### src/lc3b_cache_pkg.sv
`default_nettype none

package lc3b_cache_pkg;

    // geometry of one cache
    localparam int word_bits   = 16;
    localparam int line_bytes  = 16;
    localparam int num_sets    = 8;
    localparam int offset_bits = 4;
    localparam int set_bits    = 3;
    localparam int tag_bits    = 9;

    typedef logic [word_bits-1:0]    lc3b_word;
    typedef logic [1:0]              lc3b_mask;
    typedef logic [8*line_bytes-1:0] lc3b_line;
    typedef logic [tag_bits-1:0]     lc3b_tag;
    typedef logic [set_bits-1:0]     lc3b_set;

    // tag in the top bits, byte offset within the line in the bottom bits
    typedef struct packed {
        lc3b_tag                tag;
        lc3b_set                set;
        logic [offset_bits-1:0] offset;
    } lc3b_addr_fields;

    // the same address word seen as a plain byte address or split into fields
    typedef union packed {
        lc3b_word        raw;
        lc3b_addr_fields fields;
    } lc3b_addr_u;

endpackage

`default_nettype wire

### src/mem_if.sv
`timescale 1ns/1ps
`default_nettype none

interface mem_if;
    import lc3b_cache_pkg::*;

    logic     strobe;
    logic     write;
    lc3b_word addr;
    lc3b_line wdata;
    lc3b_line rdata;
    logic     resp;

    // requester side holds its request steady until resp
    modport cache (
        output strobe, write, addr, wdata,
        input  rdata, resp
    );

    modport arbiter (
        input  strobe, write, addr, wdata,
        output rdata, resp
    );

endinterface

`default_nettype wire

### src/cache_control.sv
`timescale 1ns/1ps
`default_nettype none

module cache_control (
    input  logic clk,
    input  logic rst_n,
    input  logic cpu_strobe,
    input  logic cpu_write,
    input  logic hit,
    input  logic victim_dirty,
    input  logic mem_resp,
    output logic ctrl_hit,
    output logic ctrl_write,
    output logic ctrl_reload,
    output logic mem_we,
    output logic mem_strobe
);

    typedef enum logic [2:0] {
        rw_hit,
        load_addr,
        write_back,
        mem_reset,
        reload
    } state_t;

    state_t state;
    state_t next_state;

    logic cpu_load;
    logic cpu_store;
    logic miss;

    assign cpu_load  = cpu_strobe & ~cpu_write;
    assign cpu_store = cpu_strobe & cpu_write;

    // loads and stores both allocate on a miss
    assign miss = (cpu_load | cpu_store) & ~hit;

    always_comb begin
        ctrl_hit    = 1'b0;
        ctrl_write  = 1'b0;
        ctrl_reload = 1'b0;
        mem_we      = 1'b0;
        mem_strobe  = 1'b0;
        case (state)
            rw_hit: begin
                ctrl_hit = cpu_load | cpu_store;
            end
            write_back: begin
                ctrl_write = 1'b1;
                mem_we     = 1'b1;
                mem_strobe = 1'b1;
            end
            reload: begin
                ctrl_reload = 1'b1;
                mem_strobe  = 1'b1;
            end
            // load_addr and mem_reset drop the strobe so the arbiter can rotate
            default: ;
        endcase
    end

    always_comb begin
        next_state = state;
        case (state)
            rw_hit: begin
                if (miss) begin
                    if (victim_dirty) begin
                        next_state = load_addr;
                    end else begin
                        next_state = mem_reset;
                    end
                end
            end
            load_addr: begin
                next_state = write_back;
            end
            write_back: begin
                if (mem_resp) begin
                    next_state = mem_reset;
                end
            end
            mem_reset: begin
                next_state = reload;
            end
            reload: begin
                // the access is answered as a hit on the following cycle
                if (mem_resp) begin
                    next_state = rw_hit;
                end
            end
            default: begin
                next_state = rw_hit;
            end
        endcase
    end

    always_ff @(posedge clk or negedge rst_n) begin
        if (!rst_n) begin
            state <= rw_hit;
        end else begin
            state <= next_state;
        end
    end

endmodule

`default_nettype wire

### src/cache_datapath.sv
`timescale 1ns/1ps
`default_nettype none

module cache_datapath (
    input  logic                     clk,
    input  logic                     rst_n,
    input  logic                     cpu_strobe,
    input  logic                     cpu_write,
    input  lc3b_cache_pkg::lc3b_mask cpu_mask,
    input  lc3b_cache_pkg::lc3b_word cpu_addr,
    input  lc3b_cache_pkg::lc3b_word cpu_wdata,
    output lc3b_cache_pkg::lc3b_word cpu_rdata,
    output logic                     cpu_resp,
    input  logic                     ctrl_hit,
    input  logic                     ctrl_write,
    input  logic                     ctrl_reload,
    output logic                     hit,
    output logic                     victim_dirty,
    output lc3b_cache_pkg::lc3b_word mem_addr,
    output lc3b_cache_pkg::lc3b_line mem_wdata,
    input  lc3b_cache_pkg::lc3b_line mem_rdata,
    input  logic                     mem_resp
);
    import lc3b_cache_pkg::*;

    // two ways, indexed [way][set]
    lc3b_line              data  [2][num_sets];
    lc3b_tag               tags  [2][num_sets];
    logic [num_sets-1:0]   valid [2];
    logic [num_sets-1:0]   dirty [2];
    logic [num_sets-1:0]   lru;

    lc3b_addr_u            addr_u;
    lc3b_addr_u            line_addr;
    lc3b_set               set;
    logic [offset_bits-2:0] word_idx;
    logic                  hit0;
    logic                  hit1;
    logic                  hit_way;
    logic                  lru_way;
    logic                  write_hit;
    logic                  fill;
    lc3b_line              line_sel;
    lc3b_line              merged;

    assign addr_u   = cpu_addr;
    assign set      = addr_u.fields.set;
    assign word_idx = addr_u.fields.offset[offset_bits-1:1];

    assign hit0    = valid[0][set] && (tags[0][set] == addr_u.fields.tag);
    assign hit1    = valid[1][set] && (tags[1][set] == addr_u.fields.tag);
    assign hit     = hit0 | hit1;
    assign hit_way = hit1;
    assign lru_way = lru[set];

    // only a valid line can need a write-back
    assign victim_dirty = valid[lru_way][set] & dirty[lru_way][set];

    assign cpu_resp  = cpu_strobe & ctrl_hit & hit;
    assign write_hit = cpu_resp & cpu_write;
    assign fill      = ctrl_reload & mem_resp;

    assign line_sel  = data[hit_way][set];
    assign cpu_rdata = line_sel[word_idx*word_bits +: word_bits];

    always_comb begin
        merged = line_sel;
        if (cpu_mask[0]) begin
            merged[word_idx*word_bits +: 8] = cpu_wdata[7:0];
        end
        if (cpu_mask[1]) begin
            merged[word_idx*word_bits + 8 +: 8] = cpu_wdata[15:8];
        end
    end

    // during write-back the address carries the victim's tag
    always_comb begin
        line_addr.fields.tag    = ctrl_write ? tags[lru_way][set] : addr_u.fields.tag;
        line_addr.fields.set    = set;
        line_addr.fields.offset = '0;
    end

    assign mem_addr  = line_addr.raw;
    assign mem_wdata = data[lru_way][set];

    always_ff @(posedge clk or negedge rst_n) begin
        if (!rst_n) begin
            valid[0] <= '0;
            valid[1] <= '0;
            dirty[0] <= '0;
            dirty[1] <= '0;
            lru      <= '0;
        end else begin
            if (cpu_resp) begin
                lru[set] <= ~hit_way;
                if (cpu_write) begin
                    dirty[hit_way][set] <= 1'b1;
                end
            end
            if (fill) begin
                valid[lru_way][set] <= 1'b1;
                dirty[lru_way][set] <= 1'b0;
            end
        end
    end

    always_ff @(posedge clk) begin
        if (write_hit) begin
            data[hit_way][set] <= merged;
        end
        if (fill) begin
            data[lru_way][set] <= mem_rdata;
            tags[lru_way][set] <= addr_u.fields.tag;
        end
    end

endmodule

`default_nettype wire

### src/cache.sv
`timescale 1ns/1ps
`default_nettype none

module cache (
    input  logic                     clk,
    input  logic                     rst_n,
    input  logic                     cpu_strobe,
    input  logic                     cpu_write,
    input  lc3b_cache_pkg::lc3b_mask cpu_mask,
    input  lc3b_cache_pkg::lc3b_word cpu_addr,
    input  lc3b_cache_pkg::lc3b_word cpu_wdata,
    output lc3b_cache_pkg::lc3b_word cpu_rdata,
    output logic                     cpu_resp,
    mem_if.cache                     mem
);

    logic hit;
    logic victim_dirty;
    logic ctrl_hit;
    logic ctrl_write;
    logic ctrl_reload;

    cache_control u_control (
        .clk          (clk),
        .rst_n        (rst_n),
        .cpu_strobe   (cpu_strobe),
        .cpu_write    (cpu_write),
        .hit          (hit),
        .victim_dirty (victim_dirty),
        .mem_resp     (mem.resp),
        .ctrl_hit     (ctrl_hit),
        .ctrl_write   (ctrl_write),
        .ctrl_reload  (ctrl_reload),
        .mem_we       (mem.write),
        .mem_strobe   (mem.strobe)
    );

    cache_datapath u_datapath (
        .clk          (clk),
        .rst_n        (rst_n),
        .cpu_strobe   (cpu_strobe),
        .cpu_write    (cpu_write),
        .cpu_mask     (cpu_mask),
        .cpu_addr     (cpu_addr),
        .cpu_wdata    (cpu_wdata),
        .cpu_rdata    (cpu_rdata),
        .cpu_resp     (cpu_resp),
        .ctrl_hit     (ctrl_hit),
        .ctrl_write   (ctrl_write),
        .ctrl_reload  (ctrl_reload),
        .hit          (hit),
        .victim_dirty (victim_dirty),
        .mem_addr     (mem.addr),
        .mem_wdata    (mem.wdata),
        .mem_rdata    (mem.rdata),
        .mem_resp     (mem.resp)
    );

endmodule

`default_nettype wire

### src/flat_wrapper.sv
// flat-port wrapper written by rule: the top's interface ports become plain ports
module cache_flat 
  (clk, rst_n, cpu_strobe, cpu_write, cpu_mask, cpu_addr, cpu_wdata, cpu_rdata, cpu_resp, mem_strobe, mem_write, mem_addr, mem_wdata, mem_rdata, mem_resp);
  mem_if mem_i ();
  input  logic clk;
  input  logic rst_n;
  input  logic cpu_strobe;
  input  logic cpu_write;
  input  lc3b_cache_pkg::lc3b_mask cpu_mask;
  input  lc3b_cache_pkg::lc3b_word cpu_addr;
  input  lc3b_cache_pkg::lc3b_word cpu_wdata;
  output lc3b_cache_pkg::lc3b_word cpu_rdata;
  output logic cpu_resp;
  output wire logic [$bits(mem_i.strobe)-1:0] mem_strobe;
  output wire logic [$bits(mem_i.write)-1:0] mem_write;
  output wire logic [$bits(mem_i.addr)-1:0] mem_addr;
  output wire logic [$bits(mem_i.wdata)-1:0] mem_wdata;
  input wire logic [$bits(mem_i.rdata)-1:0] mem_rdata;
  input wire logic [$bits(mem_i.resp)-1:0] mem_resp;
  assign mem_strobe = mem_i.strobe;
  assign mem_write = mem_i.write;
  assign mem_addr = mem_i.addr;
  assign mem_wdata = mem_i.wdata;
  assign mem_i.rdata = mem_rdata;
  assign mem_i.resp = mem_resp;
  cache u_core (.clk(clk), .rst_n(rst_n), .cpu_strobe(cpu_strobe), .cpu_write(cpu_write), .cpu_mask(cpu_mask), .cpu_addr(cpu_addr), .cpu_wdata(cpu_wdata), .cpu_rdata(cpu_rdata), .cpu_resp(cpu_resp), .mem(mem_i));
endmodule
### config.mk
export PLATFORM = sky130hd
export DESIGN_NAME = cache_flat
export DESIGN_NICKNAME = d
export VERILOG_FILES = /design/src/lc3b_cache_pkg.sv /design/src/mem_if.sv /design/src/cache_control.sv /design/src/cache_datapath.sv /design/src/cache.sv /design/src/flat_wrapper.sv
export SDC_FILE = /design/constraint.sdc
export NUM_CORES = 2
export LEC_CHECK = 0
export ABC_AREA = 1
export BUFFER_PORTS_ARGS = -buffer_cell sky130_fd_sc_hd__clkbuf_2
export CORE_UTILIZATION = 26
export CTS_CLUSTER_DIAMETER = 80
export DETAILED_ROUTE_END_ITERATION = 7
export HOLD_SLACK_MARGIN = 0.12
export PLACE_DENSITY = 0.48
export SKIP_CTS_REPAIR_TIMING = 1
export SYNTH_ARGS = -nofsm -noshare
export SYNTH_HDL_FRONTEND = slang
export SYNTH_SLANG_ARGS = --single-unit
### constraint.sdc
create_clock -name clk -period 8.53 [get_ports clk]
set_input_delay 1.2795 -clock clk [delete_from_list [all_inputs] [get_ports clk]]
set_output_delay 1.2795 -clock clk [all_outputs]
set_load 0.05 [all_outputs]
Word level (Yosys, flattened, before mapping)
Memories as Yosys holds them, arrays and structs flattened.
Index checks and enable logic that the tools add are counted.
- bits in registers: 43
- memory bits (writable): 2192
- bits of input ports: 167
- logic and storage cells: 130
- memories kept: 2
- add/subtract/negate cells: 3
- $lt $le $gt $ge: 8
- eq/ne operators: 9
- shift-type cells: 5
- muxes and demuxes: 67
- bitwise gates (word level): 20
- reductions and logical operators: 10
- memories (memory ; depth ; width ; rd ports ; clocked after memory_dff ; wr ports ; RTL line ; source):
    u_core.u_datapath.data ; 2 ; 1024 ; 2 ; 0 ; 1 ; cache_datapath.sv:27 ; lc3b_line data [2][num_sets];
    u_core.u_datapath.tags ; 2 ; 72 ; 3 ; 0 ; 1 ; cache_datapath.sv:28 ; lc3b_tag tags [2][num_sets];
- operators by type and width (operator ; count):
    2-to-1 mux 1024 bit ; 4
    OR reduction 1024 bit ; 1
    2-to-1 mux 128 bit ; 7
    binary-select mux 128 bit (select 3 bit) ; 2
    demux 128 bit (select 3 bit) ; 1
    bitwise mux 128 bit ; 2
    variable shift 8 x 34 -> 128 bit (first input constant) ; 2
    variable part select 8 x 34 -> 128 bit ; 2
    variable part select 128 x 8 -> 16 bit ; 1
    binary-select mux 9 bit (select 3 bit) ; 3
    2-to-1 mux 72 bit ; 1
    2-to-1 mux 9 bit ; 8
    2-to-1 mux 8 bit ; 8
    2-to-1 mux 16 bit ; 3
    negation 7 -> 34 bit ; 1
    negation 8 -> 34 bit ; 1
    OR 16 bit ; 2
    demux 9 bit (select 3 bit) ; 1
    == test 9 bit ; 2
    bitwise AND 16 bit ; 1
    demux 8 bit (select 1 bit) ; 2
    inverter 16 bit ; 1
    binary-select mux 1 bit (select 3 bit) ; 5
    one-hot mux 3 bit (5 select lines) ; 1
    other kinds (25) ; 60

Logic depth before layout (Yosys ltp)
- word-level depth: 16
- depth in mapped cells: 27
- mapped depth without buffers: 21

By module
A second synthesis with hierarchy kept.
- cell total of the unflattened synthesis: 17977
- area, all modules: 136988.9 µm²
- by module, submodules not included (module ; times used ; cells each ; area an instance (µm²) ; sequential area each (µm²)):
    cache_datapath ; 1 ; 17949 ; 136791.2 ; 66824.1
    cache_control ; 1 ; 28 ; 197.7 ; 75.1

Worst setup path before layout
Ideal clock, no wire load.
- path kind: in2reg
- start: input cpu_addr[4]
- end: memory u_core.u_datapath.data[0][0] (netlist name), enable pin
- arrival: 9488 ps
- required time: 7872 ps
- setup slack: -1616 ps
- cell stages on the path: 21
- buffers on the path: 6
- cells stage by stage: buf_6 -> inv_2 -> buf_6 -> buf_4 -> nand2_1 -> nand3_1 -> nand2_1 -> nor2_2 -> nand2_1 -> nand2_1 -> inv_2 -> nand2_1 -> nor2_1 -> nand3_2 -> buf_6 -> inv_2 -> buf_4 -> buf_4 -> a21oi_2 -> inv_1 -> a21oi_1
- cells in the longest elaborated chain, start to end: 12
- ends and longest elaborated chain (element ; RTL line ; source):
    start, declared ; flat_wrapper.sv:10 ; input lc3b_cache_pkg::lc3b_word cpu_addr;
    parallel branches: the longest is 12 deep, another holds greater-or-equal comparator 4 bit ; - ;
    end, declared ; cache_datapath.sv:27 ;
Several ways; the timed one is not identified. The select of a mux whose other input is x is not followed.

Worst setup path in the final report
- start: input cpu_addr[5]
- end: output cpu_rdata[13]
- cells in the longest elaborated chain, start to end: 11
- ends and longest elaborated chain (element ; RTL line ; source):
    inverter 3 -> 4 bit (not written as such) ; cache_datapath.sv:51, cache_datapath.sv:63 ;
    binary-select mux 9 bit (select 3 bit) ; cache_datapath.sv:51 ; assign hit1 = valid[1][set] && (tags[1][set] == addr_u.fields.tag);
    2-to-1 mux 9 bit (not written as such) (2 in a row) ; cache_datapath.sv:51 ;
    == test 9 bit ; cache_datapath.sv:51 ;
    logical AND 1 bit ; cache_datapath.sv:51 ;
    memory (2 x 1024 bit) ; - ;
    binary-select mux 128 bit (select 3 bit) (*) ; cache_datapath.sv:63 ; assign line_sel = data[hit_way][set];
    2-to-1 mux 128 bit (not written as such) (*) (2 in a row) ; cache_datapath.sv:63 ;
    variable part select 128 x 8 -> 16 bit (*) ; cache_datapath.sv:64 ; assign cpu_rdata = line_sel[word_idx*word_bits +: word_bits];
    end, declared ; flat_wrapper.sv:12 ; output lc3b_cache_pkg::lc3b_word cpu_rdata;
Mark *: on every way between the ends. The rest lies on a longest branch, timed or not. The select of a mux whose other input is x is not followed.

==> impl_metrics.csv <==
group,metric,value,unit
critical_path,crit_path_cell_trace,"clkbuf_2 -> nand2_2 -> inv_8 -> nand3_1 -> nand3_1 -> nor2_1 -> nor2_1 -> nand2_1 -> nor2_1 -> nand3_4 -> inv_6 -> buf_12 -> nand2_1 -> nand3_1 -> nand2_1 -> nor2_1 -> nand3_1 -> nand2_1 -> nand2_1 -> nor2_1 -> nor2_1 -> buf_12",
yosys,async_flop_share,1.92,%
global_routing,overflow,0,
detailed_routing,routedWlPerCell,26.8,microns
critical_path,worstPathRequired,7250,ps
critical_path,worst_r2r_path_depth,18,
global_routing,grt_start_max_net_pins,162,
yosys,sequential_fraction_of_the_synthesis_area,58.9,%
flow_run,maxCapViolations,0,
timing,grt_setup_unrepaired,"false",
timing,report.final.slew_viol_count,0,
critical_path,arr_time_crit_path,6970,ps
power,maximum_resistive_drop_on_vdd,140,uV
floorplan,dieWidth,663,microns
cts,clkSlewWorstSetupHoldPaths,60,ps
power,leakagePower,0.0507,uW
floorplan,standard_cell_core_area,435000,sq um
yosys,synthDistinctLibCells,49,
timing,worst_tran_pin_value,1330,ps
yosys,yosysTopAreaCellShare,57.9,%
yosys,netlist_top_cells_count,"sky130_fd_sc_hd__nand2_1 (2,431), sky130_fd_sc_hd__edfxtp_1 (2,192), sky130_fd_sc_hd__inv_1 (1,450), sky130_fd_sc_hd__o21ai_0 (1,386), sky130_fd_sc_hd__a21oi_1 (1,016)",
yosys,number_of_synthesized_flops_with_an_enable_pin,2192,
yosys,post_synth_inst_count,12500,
yosys,synthDominantAreaCellType,"sky130_fd_sc_hd__edfxtp_1",
floorplan,placementRows,242,
critical_path,cp.depth,22,
placed_design,dp.final_hpwl,295,mm
timing,maxSlewHeadroom,10.4,%
timing,layout_worst_path_cycle_share,96.7,%
yosys,synth.yosys.warnings,0,
detailed_routing,initialDrtViolationCount,10900,
final_layout,layout-drive-gt1-share,8.62,%
critical_path,worst_path_largest_cell_delay,740,ps
yosys,ys_seq_elements,2235,
floorplan,floorplan.die_area,440000,sq um
cts,clock_sink_count,2235,
power,ratio_of_total_power_to_cell_area,213,nW/um^2
critical_path,cp_max_fo,32,
final_layout,final_stage_net_count,12700,
cts,cts-root-to-sink-buffers,4,
run_status,outcome,"finished, final reports clean",
global_routing,grt.total_usage,21.7,%
yosys,synth_area_per_cell,9.08,sq um
yosys,mappedNetlistArea,114000,sq um
yosys,most_common_cell_in_the_synthesized_netlist,"sky130_fd_sc_hd__nand2_1",
cts,clk-insertion-delay-late,930,ps
critical_path,path_delay_family,"simple AND/OR/NAND/NOR gates",
critical_path,rr_endpoint,"u_core.u_datapath.data[0][940]$_DFFE_PP_",
critical_path,timing.critical_path.buf_inv,5,
critical_path,critical-path-top-cell-by-count,"sky130_fd_sc_hd__nor2_1",
critical_path,critical_path.endpoint,"cpu_rdata[13]",
placed_design,port_buffers,324,
yosys,post_synth_main_area_contributors,"sky130_fd_sc_hd__edfxtp_1 (58%), sky130_fd_sc_hd__nand2_1 (8.0%), sky130_fd_sc_hd__o21ai_0 (6.1%)",
detailed_routing,detail-route-antenna-nets,0,
worst_hold_path,worst_hold_path_type,"in -> async",
cts,htree_num_levels,5,
critical_path,setup.worst_path.class,"in -> out",
cts,cts_buffers,268,
detailed_routing,detail_route.drc_violations,0,
yosys,synth_top_flop_cell,"sky130_fd_sc_hd__edfxtp_1",
critical_path,critical_path.reg2reg.startpoint,"u_core.u_datapath.tags[1][31]$_DFFE_PP_",
power,p_total,27900,uW
floorplan,initial_core_util,26.1,%
cts,tritoncts,"done",
critical_path,critPathLaunchType,"input pin",
detailed_routing,routed_wirelength,496,mm
cts,clock_tree.root_cell,"sky130_fd_sc_hd__clkbuf_16",
timing,hold_viol,0,
global_routing,antenna_violations_before_repair,43,
final_layout,flow.area_growth_from_synthesis,15.6,%
timing,finalSetupViolCount,0,
critical_path,startpoint,"cpu_addr[5]",
critical_path,critical-path-slowest-cell,"sky130_fd_sc_hd__inv_6",
critical_path,ff2ff_setup_slack,3300,ps
global_routing,grt_pass1_wl,684,mm
timing,clock_skew,80.6,ps
floorplan,design.portCount,330,
detailed_routing,detail_route.vias_per_cell,5.14,
critical_path,endpoint_kind,"output port",
timing,fmax,121,MHz
placed_design,gp_congestion,0.909,
timing,layout_min_cycle_time,8250,ps
detailed_routing,drt-pass1-iter-count,7,
global_routing,first_global_vias,87000,
detailed_routing,vias,95200,
timing,final.setup.tns,0,ps
floorplan,dieHeight,663,microns
-- routing by layer --
layer / track usage (%) / up-vias / wire, microns
met5: 0 / - / 103
met4: 12.7 / 16 / 33500
met3: 2.42 / 880 / 34200
met2: 34.3 / 4144 / 223000
met1: 28.6 / 47200 / 206000
li1: - / 43000 / -
-- area by class of cell --
type / instances / area, sq um
Fill cell: 45500 / 304000
Sequential cell: 2235 / 66900
Multi-Input combinational cell: 7925 / 37800
Clock buffer: 340 / 7210
Tap cell: 5734 / 7170
Inverter: 1473 / 5590
Timing Repair Buffer: 661 / 5530
Clock inverter: 122 / 977
Antenna cell: 27 / 67.6
-- power breakdown --
part | switching, uW | internal, uW
Clock | 4760 | 6360
Combinational | 3350 | 759
Sequential | 30.5 | 12700
Total | 8140 | 19800
-- cell usage in the layout, fill, tap and decap left out, types with 6 or more instances in the layout --
cell / Yosys / final
sky130_fd_sc_hd__a221oi_1: 14 / 14
sky130_fd_sc_hd__or2_1: 66 / 66
sky130_fd_sc_hd__diode_2: 0 / 27
sky130_fd_sc_hd__nand3b_1: 248 / 248
sky130_fd_sc_hd__buf_12: 0 / 108
sky130_fd_sc_hd__clkinv_2: 0 / 26
sky130_fd_sc_hd__buf_4: 22 / 236
sky130_fd_sc_hd__nand3_1: 811 / 811
sky130_fd_sc_hd__or2_0: 16 / 16
sky130_fd_sc_hd__inv_2: 16 / 14
sky130_fd_sc_hd__o21ai_1: 345 / 359
sky130_fd_sc_hd__a31oi_1: 15 / 15
sky130_fd_sc_hd__or2_2: 19 / 19
sky130_fd_sc_hd__clkbuf_16: 0 / 278
sky130_fd_sc_hd__o211ai_1: 206 / 206
sky130_fd_sc_hd__o21ai_0: 1386 / 1371
sky130_fd_sc_hd__nor4_1: 68 / 67
sky130_fd_sc_hd__bufinv_16: 0 / 13
sky130_fd_sc_hd__inv_6: 0 / 14
sky130_fd_sc_hd__a21oi_4: 0 / 16
sky130_fd_sc_hd__nor2_4: 1 / 13
sky130_fd_sc_hd__edfxtp_1: 2192 / 2192
sky130_fd_sc_hd__clkinv_1: 7 / 67
sky130_fd_sc_hd__a22oi_1: 9 / 9
sky130_fd_sc_hd__inv_1: 1450 / 1443
sky130_fd_sc_hd__nor2_1: 963 / 952
sky130_fd_sc_hd__o2111ai_1: 55 / 55
sky130_fd_sc_hd__nor3_1: 39 / 34
sky130_fd_sc_hd__dfrtp_1: 43 / 43
sky130_fd_sc_hd__nor2_2: 7 / 6
sky130_fd_sc_hd__clkbuf_2: 1 / 316
sky130_fd_sc_hd__nand4_1: 39 / 39
sky130_fd_sc_hd__o22ai_1: 113 / 113
sky130_fd_sc_hd__a21oi_1: 1016 / 1000
sky130_fd_sc_hd__inv_8: 0 / 7
sky130_fd_sc_hd__clkbuf_1: 520 / 60
sky130_fd_sc_hd__nand2_1: 2431 / 2427
sky130_fd_sc_hd__o31ai_1: 17 / 17
sky130_fd_sc_hd__ha_1: 6 / 6
-- flip-flops by register name, summed over array words and instances, names as in the netlist --
name / flops
u_core.u_datapath.data: 2048
u_core.u_control.state: 3
u_core.u_datapath.dirty: 16
u_core.u_datapath.lru: 8
u_core.u_datapath.valid: 16
u_core.u_datapath.tags: 144
-- worst min-delay path by stage --
stage	endpoint	slack (ps)	cells after the start
5_1_grt	u_core.u_datapath.valid[13]$_DFFE_PN0P_	480	1
3_3_place_gp	u_core.u_datapath.valid[15]$_DFFE_PN0P_	460	1
6_report	u_core.u_control.state[1]$_DFFE_PN0P_	460	2
3_5_place_dp	u_core.u_datapath.valid[15]$_DFFE_PN0P_	450	1
4_1_cts	u_core.u_datapath.dirty[15]$_DFF_PN0_	430	2
2_1_floorplan	u_core.u_datapath.valid[10]$_DFFE_PN0P_	440	1
-- logic make-up after synthesis --
family,after synthesis,share of synthesized area (%)
other cells,1,0.00330
fa+ha+maj,6,0.0661
simple gates,4719,17.9
compound gates,3193,15.0
xor+xnor,3,0.0231
flops,2235,58.9
buf+inv,2348,8.14
-- stage by stage --
| step | instance area [sq um] | util [%] | instances | worst slack, ps | hold WS [ps] |
|---|---|---|---|---|---|
| 4_1_cts | 131000 | 30.2 | 18500 | 367 | 432 |
| 6_report | 131000 | 30.2 | 18500 | 278 | 464 |
| 3_3_place_gp | 123000 | 28.3 | 18000 | 388 | 456 |
| 3_5_place_dp | 123000 | 28.3 | 18000 | 408 | 453 |
| 5_1_grt | 131000 | 30.2 | 18500 | 208 | 485 |
| 2_1_floorplan | 114000 | - | 12500 | -1620 | 440 |
Note: power is estimated with default switching activity, not from simulation.
