--- config.mk ---
export PLATFORM = sky130hd
export DESIGN_NAME = mem_arbiter_flat
export DESIGN_NICKNAME = d
export VERILOG_FILES = /design/src/lc3b_cache_pkg.sv /design/src/mem_if.sv /design/src/mem_arbiter.sv /design/src/flat_wrapper.sv
export SDC_FILE = /design/constraint.sdc
export NUM_CORES = 1
export LEC_CHECK = 0
export ABC_AREA = 1
export BUFFER_PORTS_ARGS = -buffer_cell sky130_fd_sc_hd__buf_2
export CORE_AREA = 10 10 316 318
export CTS_CLUSTER_DIAMETER = 80
export CTS_CLUSTER_SIZE = 24
export DETAILED_ROUTE_END_ITERATION = 12
export DIE_AREA = 0 0 326 328
export SETUP_SLACK_MARGIN = 0.15
export SLEW_MARGIN = 10
export SYNTH_ARGS = -nofsm -noshare
export SYNTH_HDL_FRONTEND = slang
export SYNTH_SLANG_ARGS = --single-unit
--- constraint.sdc ---
create_clock -name clk -period 1.7 [get_ports clk]
set_input_delay 0 -clock clk [delete_from_list [all_inputs] [get_ports clk]]
set_output_delay 0 -clock clk [all_outputs]
set_load 0.02 [all_outputs]
--- src/lc3b_cache_pkg.sv ---
`default_nettype none

package lc3b_cache_pkg;

    // geometry of one cache
    localparam int word_bits   = 16;
    localparam int line_bytes  = 16;
    localparam int num_sets    = 8;
    localparam int offset_bits = 4;
    localparam int set_bits    = 3;
    localparam int tag_bits    = 9;

    typedef logic [word_bits-1:0]    lc3b_word;
    typedef logic [1:0]              lc3b_mask;
    typedef logic [8*line_bytes-1:0] lc3b_line;
    typedef logic [tag_bits-1:0]     lc3b_tag;
    typedef logic [set_bits-1:0]     lc3b_set;

    // tag in the top bits, byte offset within the line in the bottom bits
    typedef struct packed {
        lc3b_tag                tag;
        lc3b_set                set;
        logic [offset_bits-1:0] offset;
    } lc3b_addr_fields;

    // the same address word seen as a plain byte address or split into fields
    typedef union packed {
        lc3b_word        raw;
        lc3b_addr_fields fields;
    } lc3b_addr_u;

endpackage

`default_nettype wire

--- src/mem_if.sv ---
`timescale 1ns/1ps
`default_nettype none

interface mem_if;
    import lc3b_cache_pkg::*;

    logic     strobe;
    logic     write;
    lc3b_word addr;
    lc3b_line wdata;
    lc3b_line rdata;
    logic     resp;

    // requester side holds its request steady until resp
    modport cache (
        output strobe, write, addr, wdata,
        input  rdata, resp
    );

    modport arbiter (
        input  strobe, write, addr, wdata,
        output rdata, resp
    );

endinterface

`default_nettype wire

--- src/mem_arbiter.sv ---
`timescale 1ns/1ps
`default_nettype none

module mem_arbiter (
    input  logic                     clk,
    input  logic                     rst_n,
    mem_if.arbiter                   req_a,
    mem_if.arbiter                   req_b,
    output logic                     pmem_strobe,
    output logic                     pmem_write,
    output lc3b_cache_pkg::lc3b_word pmem_addr,
    output lc3b_cache_pkg::lc3b_line pmem_wdata,
    input  lc3b_cache_pkg::lc3b_line pmem_rdata,
    input  logic                     pmem_resp
);

    typedef enum logic [1:0] {
        arb_idle,
        serve_a,
        serve_b
    } arb_state_t;

    arb_state_t state;
    logic       last_b;

    always_ff @(posedge clk or negedge rst_n) begin
        if (!rst_n) begin
            state  <= arb_idle;
            // pretend b went last so a has priority out of reset
            last_b <= 1'b1;
        end else begin
            case (state)
                arb_idle: begin
                    if (req_a.strobe && (!req_b.strobe || last_b)) begin
                        state <= serve_a;
                    end else if (req_b.strobe) begin
                        state <= serve_b;
                    end
                end
                serve_a: begin
                    if (pmem_resp) begin
                        state  <= arb_idle;
                        last_b <= 1'b0;
                    end
                end
                serve_b: begin
                    if (pmem_resp) begin
                        state  <= arb_idle;
                        last_b <= 1'b1;
                    end
                end
                default: begin
                    state <= arb_idle;
                end
            endcase
        end
    end

    always_comb begin
        pmem_strobe = 1'b0;
        pmem_write  = 1'b0;
        pmem_addr   = req_a.addr;
        pmem_wdata  = req_a.wdata;
        if (state == serve_a) begin
            pmem_strobe = req_a.strobe;
            pmem_write  = req_a.write;
        end else if (state == serve_b) begin
            pmem_strobe = req_b.strobe;
            pmem_write  = req_b.write;
            pmem_addr   = req_b.addr;
            pmem_wdata  = req_b.wdata;
        end
    end

    // read data is shared, only the owner sees resp
    assign req_a.rdata = pmem_rdata;
    assign req_b.rdata = pmem_rdata;
    assign req_a.resp  = (state == serve_a) & pmem_resp;
    assign req_b.resp  = (state == serve_b) & pmem_resp;

endmodule

`default_nettype wire

--- src/flat_wrapper.sv ---
// flat-port wrapper written by rule: the top's interface ports become plain ports
module mem_arbiter_flat 
  (clk, rst_n, pmem_strobe, pmem_write, pmem_addr, pmem_wdata, pmem_rdata, pmem_resp, req_a_strobe, req_a_write, req_a_addr, req_a_wdata, req_a_rdata, req_a_resp, req_b_strobe, req_b_write, req_b_addr, req_b_wdata, req_b_rdata, req_b_resp);
  mem_if req_a_i ();
  mem_if req_b_i ();
  input  logic clk;
  input  logic rst_n;
  output logic pmem_strobe;
  output logic pmem_write;
  output lc3b_cache_pkg::lc3b_word pmem_addr;
  output lc3b_cache_pkg::lc3b_line pmem_wdata;
  input  lc3b_cache_pkg::lc3b_line pmem_rdata;
  input  logic pmem_resp;
  input wire logic [$bits(req_a_i.strobe)-1:0] req_a_strobe;
  input wire logic [$bits(req_a_i.write)-1:0] req_a_write;
  input wire logic [$bits(req_a_i.addr)-1:0] req_a_addr;
  input wire logic [$bits(req_a_i.wdata)-1:0] req_a_wdata;
  output wire logic [$bits(req_a_i.rdata)-1:0] req_a_rdata;
  output wire logic [$bits(req_a_i.resp)-1:0] req_a_resp;
  input wire logic [$bits(req_b_i.strobe)-1:0] req_b_strobe;
  input wire logic [$bits(req_b_i.write)-1:0] req_b_write;
  input wire logic [$bits(req_b_i.addr)-1:0] req_b_addr;
  input wire logic [$bits(req_b_i.wdata)-1:0] req_b_wdata;
  output wire logic [$bits(req_b_i.rdata)-1:0] req_b_rdata;
  output wire logic [$bits(req_b_i.resp)-1:0] req_b_resp;
  assign req_a_i.strobe = req_a_strobe;
  assign req_a_i.write = req_a_write;
  assign req_a_i.addr = req_a_addr;
  assign req_a_i.wdata = req_a_wdata;
  assign req_a_rdata = req_a_i.rdata;
  assign req_a_resp = req_a_i.resp;
  assign req_b_i.strobe = req_b_strobe;
  assign req_b_i.write = req_b_write;
  assign req_b_i.addr = req_b_addr;
  assign req_b_i.wdata = req_b_wdata;
  assign req_b_rdata = req_b_i.rdata;
  assign req_b_resp = req_b_i.resp;
  mem_arbiter u_core (.clk(clk), .rst_n(rst_n), .req_a(req_a_i), .req_b(req_b_i), .pmem_strobe(pmem_strobe), .pmem_write(pmem_write), .pmem_addr(pmem_addr), .pmem_wdata(pmem_wdata), .pmem_rdata(pmem_rdata), .pmem_resp(pmem_resp));
endmodule
# Yosys cells after proc, flatten, opt, wreduce, memory -nomap -nowiden
# Index checks and enable logic that the tools add are counted.
[op_classes] reduce_logical=8 muxes=15 bitwise=2 n_eq_ne=6
[op_table] operator="128-bit two-way mux" n=2
[op_table] operator="16-bit two-way mux" n=2
[op_table] operator="1-bit two-way mux" n=6
[op_table] operator="2-bit two-way mux" n=3
[op_table] operator="2-bit != test, second input constant" n=2
[op_table] operator="2-bit case mux with 2 select lines" n=1
[op_table] operator="3-bit by 2-bit != test with 1-bit output, second input constant" n=1
[op_table] operator="3-bit AND reduction" n=1
[op_table] operator="1-bit bitwise AND" n=2
[op_table] operator="2-bit by 1-bit == test with 1-bit output, second input constant" n=1
[op_table] operator="2-bit == test, second input constant" n=1
[op_table] operator="2-bit logical NOT" n=1
[op_table] operator="2-bit by 1-bit != test with 1-bit output, second input constant" n=1
[op_table] operator="1-bit case mux with 2 select lines" n=1
[op_table] operator="2-bit AND reduction" n=1
[op_table] operator="2-bit nonzero test" n=1
[op_table] operator="2-bit OR reduction" n=1
[op_table] operator="1-bit logical AND" n=1
[op_table] operator="1-bit logical NOT" n=1
[op_table] operator="1-bit logical OR" n=1
[totals] reg_bits=3

# Depth between registers and ports, before layout
# Gate-level depths: netlist of run 1.
[depth] depth_word=5 ltp_mapped=9 mapped_depth_nobuf=7

# Least setup slack after synthesis of run 1
# Ideal clock, no wire load.
[synth_timing] path_type="reg-to-output" startpoint="register u_core.state[1]" endpoint="output port pmem_wdata[0]" n_path_buf=2 arrival_time_ps=1311 path_stages_with_launch=10 setup_slack_ps=389 path_cell_list="dfrtp_1 inv_1 ha_1 inv_2 nand2_2 inv_2 buf_6 buf_6 nand2_1 nand2_1"
[synth_via] elab_chain_len=3
[synth_rtl] item="start: declaration" line_no="mem_arbiter.sv:23" text="arb_state_t state;"
[synth_rtl] item="start signal: assignment" line_no="mem_arbiter.sv:28" text="state <= arb_idle;"
[synth_rtl] item="start signal: assignment" line_no="mem_arbiter.sv:35" text="state <= serve_a;"
[synth_rtl] item="start signal: assignment" line_no="mem_arbiter.sv:37" text="state <= serve_b;"
[synth_rtl] item="2-bit == test" line_no="mem_arbiter.sv:67" text="end else if (state == serve_b) begin"
[synth_rtl] item="128-bit two-way mux" line_no="mem_arbiter.sv:67"
[synth_rtl] item="128-bit two-way mux (*)" line_no="mem_arbiter.sv:64" text="if (state == serve_a) begin"
[synth_rtl] item="end: declaration" line_no="flat_wrapper.sv:11" text="output lc3b_cache_pkg::lc3b_line pmem_wdata;"
# Every way passes the cells marked *; elsewhere a longest branch is shown, timed or not.

# Worst setup path in the final report of run 1
[layout_timing] startpoint="register u_core.state[1]" endpoint="output port pmem_wdata[91]"
# The elaborated chain is that of the path after synthesis.

==> results of run 1 <==
## worst max-delay path, delay by kind of cell (launching register included)
family,cells,cell delay [ns]
fa+ha+maj,1,0.17
buf+inv,6,0.71
flops,1,0.40
simple gates,3,0.25
## through the flow
step | utilization (%) | hold WS (ns) | worst slack (ns) | instance area [sq um]
6_report | 8.16 | 0.00000473 | -0.101 | 7590
5_1_grt | 8.12 | 0.0000483 | -0.184 | 7550
4_1_cts | 7.88 | 0.000201 | -0.116 | 7330
3_5_place_dp | 6.70 | -0.196 | -0.0756 | 6230
3_3_place_gp | 6.70 | -0.200 | 0.0211 | 6230
2_1_floorplan | - | -0.296 | 0.389 | 4100
## sequential cells by signal (all words and copies together) (netlist names)
signal	flops
u_core.state	2
u_core.last_b	1
## cell usage in the layout, fill, tap and decap left out, types with 2 or more instances in the layout
cell and n:
inv_2 3, buf_6 97, nor2_1 4, nand2_1 418, nand3_1 9, buf_4 56, clkbuf_16 5, nand2_4 2
inv_1 5, buf_16 9, clkbuf_4 4, nand2_2 24, buf_12 20, diode_2 19, a21oi_1 2, ha_4 3
bufbuf_16 2, buf_2 299
## cell type report
type / instances / area (sq um)
Clock buffer: 4 / 78.8
Sequential cell: 3 / 77.6
Multi-Input combinational cell: 466 / 1930
Timing Repair Buffer: 491 / 3830
Antenna cell: 19 / 47.5
Inverter: 10 / 56.3
Fill cell: 11172 / 85500
Tap cell: 1254 / 1570
## metal layers
| metal | vias to the layer above | wire length, um |
|---|---|---|
| li1 | 2474 | - |
| met1 | 2289 | 25700 |
| met2 | 765 | 31200 |
| met3 | 187 | 17600 |
| met4 | 38 | 1540 |
| met5 | - | 389 |
## power breakdown
part / total [mW] / switching, mW / internal (mW)
combinational: 11.1 / 6.29 / 4.82
sequential: 0.153 / 0.0392 / 0.114
clock: 0.381 / 0.0708 / 0.310
## final timing paths
check / start / end / slack, ns / cells after the start
min in group asynchronous: rst_n / u_core.state[0] / 0.28 / 2
worst max register to register: u_core.state[1] / u_core.state[1] / 0.19 / 8
worst max-delay path: u_core.state[1] / pmem_wdata[91] / -0.10 / 10
max in group asynchronous: rst_n / u_core.last_b / 1.22 / 2
worst min register to register: u_core.last_b / u_core.last_b / 0.54 / 2
worst min-delay path: pmem_rdata[5] / req_a_rdata[5] / 0.000005 / 0
## logic make-up after synthesis
logic type	count (synthesis)	synth area share (%)
AO/OA/AOI/OAI	2	0.244
buffers and inverters	298	54.2
adder cells (fa/ha/maj)	4	1.22
flip-flops	3	1.86
AND/OR/NAND/NOR	460	42.5
## timing repair
| action | in CTS | in global routing |
|---|---|---|
| cloned | 7 | 2 |
| endpoints found under the hold margin | 3 | 0 |
| hold buffers | 1 | 0 |
| endpoints found under the setup margin | 147 | 149 |
| setup buffers | 5 | 1 |
| resized for setup | 250 | 50 |
| pin swaps | 5 | 1 |
==> run_results.csv, run 1 <==
group,metric,value,unit
status,run_status,"complete, but fails checks",
status,violations,"setup timing",
flow_run,drv_cap,0,
synth,synthFlopType,"dfrtp_1",
synth,mappedNetlistNets,1194,
placement,detailed_place_hpwl,71.6,mm
timing,relSlewSlack,85.1,%
clock_network,clock_tree.root_cell,"clkbuf_16",
worst_setup_path,critical_path.endpoint_type,"primary output",
routing,routed_wire_length_per_instance,34.0,um
layout,layout.cells.non_filler,2247,
timing,worst_clock_skew,0.00321,ns
clock_network,clk_pin_slew,0.03,ns
floorplanning,initial_utilization,4.41,%
routing,vias,5753,
worst_setup_path,timing.setup.critical_path_class,"reg -> out",
synth,synth.area.top_cells,"buf_4 (48%), nand2_1 (41%), buf_6 (4.1%), buf_2 (1.3%), dfrtp_1 (1.2%)",
placement,port-buffer-count,442,
global_route,gr-max-usage-layer,"met2",
power,p_total,11.6,mW
placement,routabilityCongestion,0.790,
power,power_density,1530,nW/um^2
worst_setup_path,cp_cell_sequence,"inv_2 > ha_4 > inv_4 > nand2_8 > inv_16 > buf_16 > buf_6 > nand2_1 > nand2_2 > buf_12",
synth,synth-edff-count,0,
floorplanning,die_area,107000,sq um
routing,final_antenna_net_count,0,
timing,timing.final.crit_share,106,%
clock_network,cts_tree,"yes",
routing,dr.first_iter.drc_count,207,
timing,top_achievable_clock_speed,555,MHz
worst_setup_path,cp_data_arrival_time,1.80,ns
power,irDropWorstVdd,0.417,mV
layout,finish.net_count,1402,
layout,drive_gt1_share,54.5,%
global_route,met1_usage,13.3,%
synth,cell_type_contributing_the_most_total_cell_area_after_synthesis,"buf_4",
timing,setup_tns,-7.41,ns
synth,synthTopCellsByCount,"nand2_1 (444), buf_4 (261), buf_6 (15), buf_2 (11), nand3_1 (9)",
timing,finalHoldViolCount,0,
worst_setup_path,cp.required,1.70,ns
clock_network,worst_skew_pair.late_latency,0.23,ns
timing,slew_viol_final,0,
timing,min_period,1.80,ns
clock_network,htree_num_levels,1,
synth,ys.warnings.count,0,
synth,async_reset_ff_share,100,%
routing,drc,0,
floorplanning,num_rows,112,
global_route,antenna_found_initial,108,
routing,viasPerCell,2.56,
worst_setup_path,critical_path.max_stage_delay,0.40,ns
timing,setup_viol,136,
global_route,sum_of_overflow_across_all_layers_after_global_routing,0,
synth,synthDominantCellAreaShare,47.7,%
worst_hold_path,worst_hold_path_type,"in -> out",
global_route,grt_start_max_net_pins,27,
synth,synth.yosys.seq_area_share,1.86,%
floorplanning,die_w,326,um
timing,rsz_0062_raised_after_global_routing,"yes",
routing,drt_wl_total,76.5,mm
placement,place.detailed.instances,2208,
floorplanning,die_height,328,um
floorplanning,core_area,93000,sq um
routing,drt_pass1_iterations,4,
global_route,global_route_met3_utilization,14.0,%
clock_network,numCtsBuffers,3,
floorplanning,top_level_ports,827,
synth,yosys.cell_count.top_type,"nand2_1",
clock_network,ctsLongestPathBuffers,2,
timing,tightest_slew,0.225,ns
worst_setup_path,timing.critical_path.from_type,"flop",
timing,setup_slack_of_the_critical_path_after_layout,-0.101,ns
synth,netlist_area,4100,sq um
clock_network,tritoncts_num_sinks,3,
synth,synth-seq-cells,3,
layout,synthToLayoutAreaGrowth,84.9,%
synth,netlist-cell-type-count,15,
worst_setup_path,crit_slowest_cell,"dfrtp_1",
global_route,use_met2,20.2,%
global_route,grt_pass1_wl,90.8,mm
worst_setup_path,critPathMaxFanout,7,
power,power_leakage,3.90,nW
synth,netlist_instances,767,
synth,syn_area_per_cell,5.35,sq um
global_route,grt_usage,13.5,%
global_route,vias_in_the_first_global_route,5933,
No activity file was read; power rests on OpenSTA's default activity.
==> run 2, diff against run 1 <==
--- a/config.mk
+++ b/config.mk
@@ -5,13 +5,11 @@
 export SDC_FILE = /design/constraint.sdc
 export NUM_CORES = 1
 export LEC_CHECK = 0
-export ABC_AREA = 1
 export BUFFER_PORTS_ARGS = -buffer_cell sky130_fd_sc_hd__buf_2
-export CORE_AREA = 10 10 316 318
+export CORE_AREA = 10 10 313 315
 export CTS_CLUSTER_DIAMETER = 80
-export CTS_CLUSTER_SIZE = 24
 export DETAILED_ROUTE_END_ITERATION = 12
-export DIE_AREA = 0 0 326 328
+export DIE_AREA = 0 0 323 325
 export SETUP_SLACK_MARGIN = 0.15
 export SLEW_MARGIN = 10
 export SYNTH_ARGS = -nofsm -noshare
==> run 2 against run 1 <==
Effect of this change:
- the flow still finishes with violations (setup timing)
- worst hold slack hardly changed
- clock skew down 0.0021 ns
- critical path type unchanged
- global-route usage down 5.1 points
- sequential cell count did not move
==> run_results.csv, run 2 <==
group,metric,value,unit
worst_hold_path,hold-path-endpoint,"req_a_rdata[1]",
layout,finish.net_count,1070,
clock_network,numCtsBuffers,3,
synth,cell_type_contributing_the_most_total_cell_area_after_synthesis,"mux2_4",
clock_network,clk_pin_slew,0.03,ns
worst_setup_path,critical_path.endpoint_type,"primary output",
floorplanning,die_w,323,um
clock_network,cts_tree,"yes",
global_route,sum_of_overflow_across_all_layers_after_global_routing,0,
layout,number_of_flip_flops_under_the_largest_register_name,2,
power,power_report.internal_total,2.92,mW
timing,setup_viol,144,
timing,relSlewSlack,82.6,%
layout,mostFrequentLayoutCell,"buf_2",
floorplanning,initial_utilization,5.02,%
synth,synthTopCellsByCount,"buf_4 (256), mux2_4 (130), buf_12 (14), mux2_2 (14), inv_1 (5)",
floorplanning,die_height,325,um
timing,min_period,1.97,ns
worst_hold_path,worst_hold_path_type,"in -> out",
global_route,antenna_found_initial,70,
worst_setup_path,r2r_setup_slack,0.29,ns
global_route,vias_in_the_first_global_route,4553,
worst_setup_path,worstReg2RegStart,"u_core.state[1]",
worst_setup_path,critical_path_buf_inv_count,4,
routing,vias,4164,
power,p_sw,2.62,mW
timing,top_achievable_clock_speed,507,MHz
placement,place.detailed.instances,1822,
worst_hold_path,hold_start,"pmem_rdata[1]",
synth,synth.area.top_cells,"mux2_4 (43%), buf_4 (42%), buf_12 (6.1%), mux2_2 (3.4%), dfrtp_1 (1.1%)",
floorplanning,num_rows,111,
routing,final_antenna_net_count,0,
worst_setup_path,critPathMaxFanout,29,
synth,synth-edff-count,0,
timing,rsz_0062_raised_after_global_routing,"yes",
timing,tightest_slew,0.263,ns
worst_setup_path,crit_slowest_cell,"dfrtp_1",
synth,async_reset_ff_share,100,%
synth,netlist_area,4580,sq um
placement,routabilityCongestion,0.882,
worst_setup_path,timing.critical_path.from_type,"flop",
synth,netlist-cell-type-count,21,
placement,port-buffer-count,442,
routing,drt_pass1_iterations,4,
synth,mappedNetlistNets,870,
synth,synth-seq-cells,3,
synth,syn_area_per_cell,10.3,sq um
worst_setup_path,cp_top_family,"buffers and inverters",
worst_setup_path,cp_cell_sequence,"inv_1 > ha_2 > nor2b_4 > buf_12 > buf_16 > mux2_4 > buf_4",
worst_hold_path,number_of_instances_on_the_worst_hold_path,0,
global_route,grt_usage,8.38,%
worst_setup_path,rr_endpoint,"u_core.state[1]",
timing,timing.final.crit_share,116,%
flow_run,drv_cap,0,
layout,utilization,7.13,%
placement,detailed_place_hpwl,45.9,mm
worst_setup_path,critical_path.max_stage_delay,0.39,ns
clock_network,clock_tree.root_cell,"clkbuf_16",
layout,most-common-layout-cells,"buf_2 (414), mux2_4 (131), buf_4 (39)",
global_route,grt_pass1_wl,56.1,mm
synth,yosys.cell_count.top_type,"buf_4",
routing,routed_wire_length_per_instance,26.0,um
worst_setup_path,cp_data_arrival_time,1.97,ns
synth,netlist_instances,443,
clock_network,worst_skew_pair.late_latency,0.22,ns
layout,largestRegisters,"u_core.state: 2 flops, u_core.last_b: 1 flops",
power,comb_power_share,90.9,%
worst_setup_path,timing.setup.critical_path_class,"reg -> out",
floorplanning,core_area,91400,sq um
worst_setup_path,cp.required,1.70,ns
layout,layout.cells.non_filler,1828,
power,netSwitchingFraction,47.3,%
synth,synth.yosys.seq_area_share,1.66,%
routing,drc,0,
power,irDropWorstVdd,0.529,mV
status,run_status,"complete, but fails checks",
layout,antenna_cells,0,
clock_network,ctsLongestPathBuffers,2,
synth,synthFlopType,"dfrtp_1",
synth,ys.warnings.count,0,
layout,synthToLayoutAreaGrowth,42.1,%
timing,worst_clock_skew,0.00111,ns
power,p_total,5.54,mW
synth,synthDominantCellAreaShare,42.6,%
layout,drive_gt1_share,97.0,%
power,clock_power_share,6.7,%
worst_setup_path,reg2reg_depth,6,
global_route,grt_start_max_net_pins,30,
timing,slew_viol_final,0,
floorplanning,top_level_ports,827,
routing,viasPerCell,2.28,
status,violations,"setup timing",
power,power_leakage,3.05,nW
power,power_density,851,nW/um^2
power,seqPwrFrac,2.4,%
timing,finalHoldViolCount,0,
routing,dr.first_iter.drc_count,70,
layout,filler_cell_count,10781,
timing,setup_slack_of_the_critical_path_after_layout,-0.273,ns
floorplanning,die_area,105000,sq um
clock_network,tritoncts_num_sinks,3,
layout,top_register,"u_core.state",
clock_network,htree_num_levels,1,
routing,drt_wl_total,47.5,mm
run 2: worst register-to-register path: stages, from the launching register on:
cell and delay (ns):
dfrtp_1 0.39, inv_1 0.08, buf_4 0.13, ha_1 0.26, nand2b_1 0.12, o21ai_0 0.10
a32o_1 0.21
run 2: logic make-up (layout without fill, tap and decap cells):
kind of cell	after synthesis	in the layout	synth area share, %
adder cells (fa/ha/maj)	4	4	1.09
multiplexers	145	145	46.2
flip-flops	3	3	1.66
AND/OR/NAND/NOR	5	5	0.765
AO/OA/AOI/OAI	10	10	1.56
buffers and inverters	276	475	48.7
run 2: worst max path at each step:
stage,slack [ns],cells past startpoint,end,startpoint
final,-0.27,7,pmem_wdata[41],u_core.state[1]
after global routing,-0.36,7,pmem_wdata[102],u_core.state[1]
after CTS,-0.32,7,pmem_wdata[4],u_core.state[0]
after detailed placement,-0.11,7,pmem_wdata[26],u_core.state[0]
after global placement,-0.09,7,pmem_wdata[26],u_core.state[0]
after floorplan,0.16,6,pmem_addr[10],u_core.state[1]
run 2: stage by stage:
stage                     cell area (sq um)  setup TNS [ns]  hold slack (ns)  setup slack, ns
after floorplan                        4580               0           -0.296            0.164
after global placement                 6270           -4.93           -0.199          -0.0921
after detailed placement               6270           -7.13           -0.198           -0.111
after CTS                              6400          -38.52         0.000200           -0.322
after global routing                   6510          -43.99        0.0000320           -0.362
final                                  6510          -31.57       0.00000997           -0.273
run 2: repair_timing:
| item | 4_1_cts | 5_1_grt |
|---|---|---|
| gates cloned | 0 | 0 |
| pin swaps | 1 | 1 |
| buffers inserted | 0 | 1 |
| hold endpoints to repair | 3 | 0 |
| gates resized for setup | 13 | 34 |
| setup endpoints to repair | 146 | 146 |
| hold buffers | 1 | 0 |
run 2: per-layer routing:
layer / GRT usage [%] / vias to the layer above / wire (um)
li1: - / 1617 / -
met1: 10.7 / 1711 / 20500
met2: 13.2 / 695 / 19900
met3: 3.74 / 137 / 6110
met4: 0.750 / 4 / 1020
met5: 0 / - / 26
run 2: power groups by stage:
stage	Combinational, mW	Sequential [mW]	Clock, mW
finish	5.03	0.132	0.373
global route	5.38	0.136	0.382
global placement	4.92	0.127	0
CTS	5.02	0.130	0.377
floorplan	4.43	0.122	0
detailed placement	4.95	0.128	0
run 2: layout make-up:
cell class	instances	area (sq um)	share of cell area, %
Clock buffer	4	78.8	1.21
Inverter	5	18.8	0.288
Multi-Input combinational cell	164	2310	35.4
Sequential cell	3	76.3	1.17
Tap cell	1186	1480	22.8
Timing Repair Buffer	466	2550	39.1
==> run 3, diff against run 2 <==
--- a/config.mk
+++ b/config.mk
@@ -5,11 +5,12 @@
 export SDC_FILE = /design/constraint.sdc
 export NUM_CORES = 1
 export LEC_CHECK = 0
-export BUFFER_PORTS_ARGS = -buffer_cell sky130_fd_sc_hd__buf_2
-export CORE_AREA = 10 10 313 315
+export BUFFER_PORTS_ARGS = -buffer_cell sky130_fd_sc_hd__buf_4
+export CORE_AREA = 2 2 323 325
 export CTS_CLUSTER_DIAMETER = 80
+export CTS_CLUSTER_SIZE = 12
 export DETAILED_ROUTE_END_ITERATION = 12
-export DIE_AREA = 0 0 323 325
+export DIE_AREA = 0 0 325 327
 export SETUP_SLACK_MARGIN = 0.15
 export SLEW_MARGIN = 10
 export SYNTH_ARGS = -nofsm -noshare
==> run 3 against run 2 <==
Effect of this change:
- the run still ends with setup timing left
- worst hold slack barely moved
- final cell count rose by 12%
- maximum frequency fell by 1.1%
- sequential cell count did not move
- critical path depth rose by 1
- critical path type unchanged
- utilization rose by 0.98 points
==> run_results.csv, run 3 (synthesis results as in run 2) <==
group,metric,value,unit
status,run_status,"complete, but fails checks",
status,violations,"setup timing",
worst_setup_path,cpMostUsedCell,"buf_4",
worst_setup_path,critical_path.max_stage_delay,0.39,ns
worst_setup_path,timing.setup.critical_path_class,"reg -> out",
routing,vias,4165,
routing,drt_wl_total,43.9,mm
timing,slew_viol_final,0,
routing,wl_met3,5.90,mm
clock_network,numCtsBuffers,3,
layout,top_register,"u_core.state",
layout,number_of_flip_flops_under_the_largest_register_name,2,
global_route,antenna_found_initial,34,
placement,port-buffer-count,442,
floorplanning,die_area,106000,sq um
routing,drt_pass1_iterations,4,
flow_run,drv_cap,0,
routing,route.layer.met1.wl,18.3,mm
worst_setup_path,cp_cell_sequence,"buf_6 > ha_4 > nor2b_4 > buf_4 > buf_12 > buf_4 > mux2_4 > buf_4",
layout,multi_input_area,2350,sq um
layout,seqCellArea,76.3,sq um
timing,setup_slack_of_the_critical_path_after_layout,-0.294,ns
timing,setup_viol,145,
timing,min_period,1.99,ns
timing,top_achievable_clock_speed,502,MHz
worst_setup_path,cp.required,1.70,ns
timing,relSlewSlack,83.8,%
clock_network,clk_pin_slew,0.03,ns
clock_network,worst_skew_pair.late_latency,0.22,ns
worst_setup_path,cp_data_arrival_time,1.99,ns
worst_hold_path,worst_hold_path_type,"in -> out",
power,irDropWorstVdd,0.513,mV
placement,routabilityCongestion,0.734,
global_route,sum_of_overflow_across_all_layers_after_global_routing,0,
routing,viasPerCell,2.04,
routing,final_antenna_net_count,0,
worst_setup_path,critical_path_buf_inv_count,5,
clock_network,tritoncts_num_sinks,3,
global_route,vias_in_the_first_global_route,4361,
layout,largestRegisters,"u_core.state: 2 flops, u_core.last_b: 1 flops",
global_route,grt_start_max_net_pins,16,
timing,timing.final.crit_share,117,%
layout,most-common-layout-cells,"buf_4 (421), mux2_4 (139), buf_6 (50)",
placement,detailed_place_hpwl,40.8,mm
clock_network,cts_tree,"yes",
routing,highest_layer,"met5",
routing,drc,0,
clock_network,htree_num_levels,1,
floorplanning,num_rows,118,
placement,post_dp_cell_area,7720,sq um
floorplanning,die_height,327,um
worst_setup_path,r2r_setup_slack,0.27,ns
layout,drive_gt1_share,97.1,%
layout,synthToLayoutAreaGrowth,81.9,%
routing,route.met2.wl,18.7,mm
timing,tightest_slew,0.240,ns
timing,worst_clock_skew,0.000294,ns
routing,routed_wire_length_per_instance,21.5,um
floorplanning,die_w,325,um
layout,mostFrequentLayoutCell,"buf_4",
placement,place_worst_setup_slack,-0.113,ns
worst_setup_path,crit_slowest_cell,"dfrtp_1",
floorplanning,core_area,103000,sq um
layout,finish.net_count,1093,
worst_setup_path,critical_path.endpoint_type,"primary output",
routing,dr.first_iter.drc_count,76,
global_route,grt_usage,7.79,%
timing,finalHoldViolCount,0,
worst_setup_path,timing.critical_path.from_type,"flop",
clock_network,ctsLongestPathBuffers,2,
worst_setup_path,critPathMaxFanout,16,
worst_setup_path,cp_top_family,"buffers and inverters",
global_route,grt_pass1_wl,51.9,mm
layout,filler_cell_count,12020,
floorplanning,top_level_ports,827,
power,power_leakage,3.66,nW
power,p_total,6.95,mW
power,power_density,834,nW/um^2
layout,final_cell_area,8340,sq um
timing,rsz_0062_raised_after_global_routing,"yes",
clock_network,clock_tree.root_cell,"clkbuf_16",
floorplanning,initial_utilization,4.45,%
==> run 3: cell types whose count changed in the layout (fill, tap and decap cells not counted), sizes merged <==
| cell | change |
|---|---|
| diode | +1 |
| buf | +21 |
| clkbuf | +2 |
==> run 3: power by group <==
| group | total (mW) | leakage [nW] | switching (mW) | internal (mW) |
|---|---|---|---|---|
| Clock | 0.371 | 0.0382 | 0.0614 | 0.309 |
| Combinational | 6.45 | 3.59 | 2.80 | 3.65 |
| Sequential | 0.131 | 0.0363 | 0.0256 | 0.105 |
| Total | 6.95 | 3.66 | 2.88 | 4.07 |
==> run 3: path summary, 6_finish.rpt <==
kind,from,to,cells past startpoint
setup / recovery,u_core.state[0],pmem_wdata[78],8
hold / removal,pmem_rdata[15],req_b_rdata[15],0
setup reg to reg,u_core.state[1],u_core.state[1],6
hold reg to reg,u_core.last_b,u_core.last_b,2
max in group asynchronous,rst_n,u_core.last_b,2
min in group asynchronous,rst_n,u_core.state[0],2
==> run 3: final cells by class <==
class	count	area share [%]
inverters	5	0.225
flip-flops and latches	3	0.915
multi-input cells	164	28.2
clock buffers	4	0.945
diodes	1	0.0300
repair buffers	489	48.9
well taps	1380	20.7
==> run 3: layer usage <==
metal  up-vias  global-route usage, %
li1       1664                      -
met1      1779                   9.51
met2       607                   11.9
met3       103                   4.58
met4        12                   1.17
met5         -                  0.266
==> run 3: what timing repair did <==
action                                 in CTS  in global routing
setup endpoints to repair                 147                147
endpoints found under the hold margin       3                  0
hold buffers                                1                  0
buffers inserted                           14                  2
resized for setup                          70                 11
pin swaps                                   1                  1
gates cloned                                2                  2
==> run 3: stage by stage <==
stage                     TNS (ns)  instances  hold slack [ns]  util [%]
after floorplan                  0        443           -0.296         -
after global placement       -2.74       2020           -0.207      7.50
after detailed placement     -6.38       2020           -0.205      7.50
after CTS                   -36.75       2041         0.000200      8.01
after global routing        -44.30       2046        0.0000467      8.10
final                       -35.78       2046        0.0000117      8.10
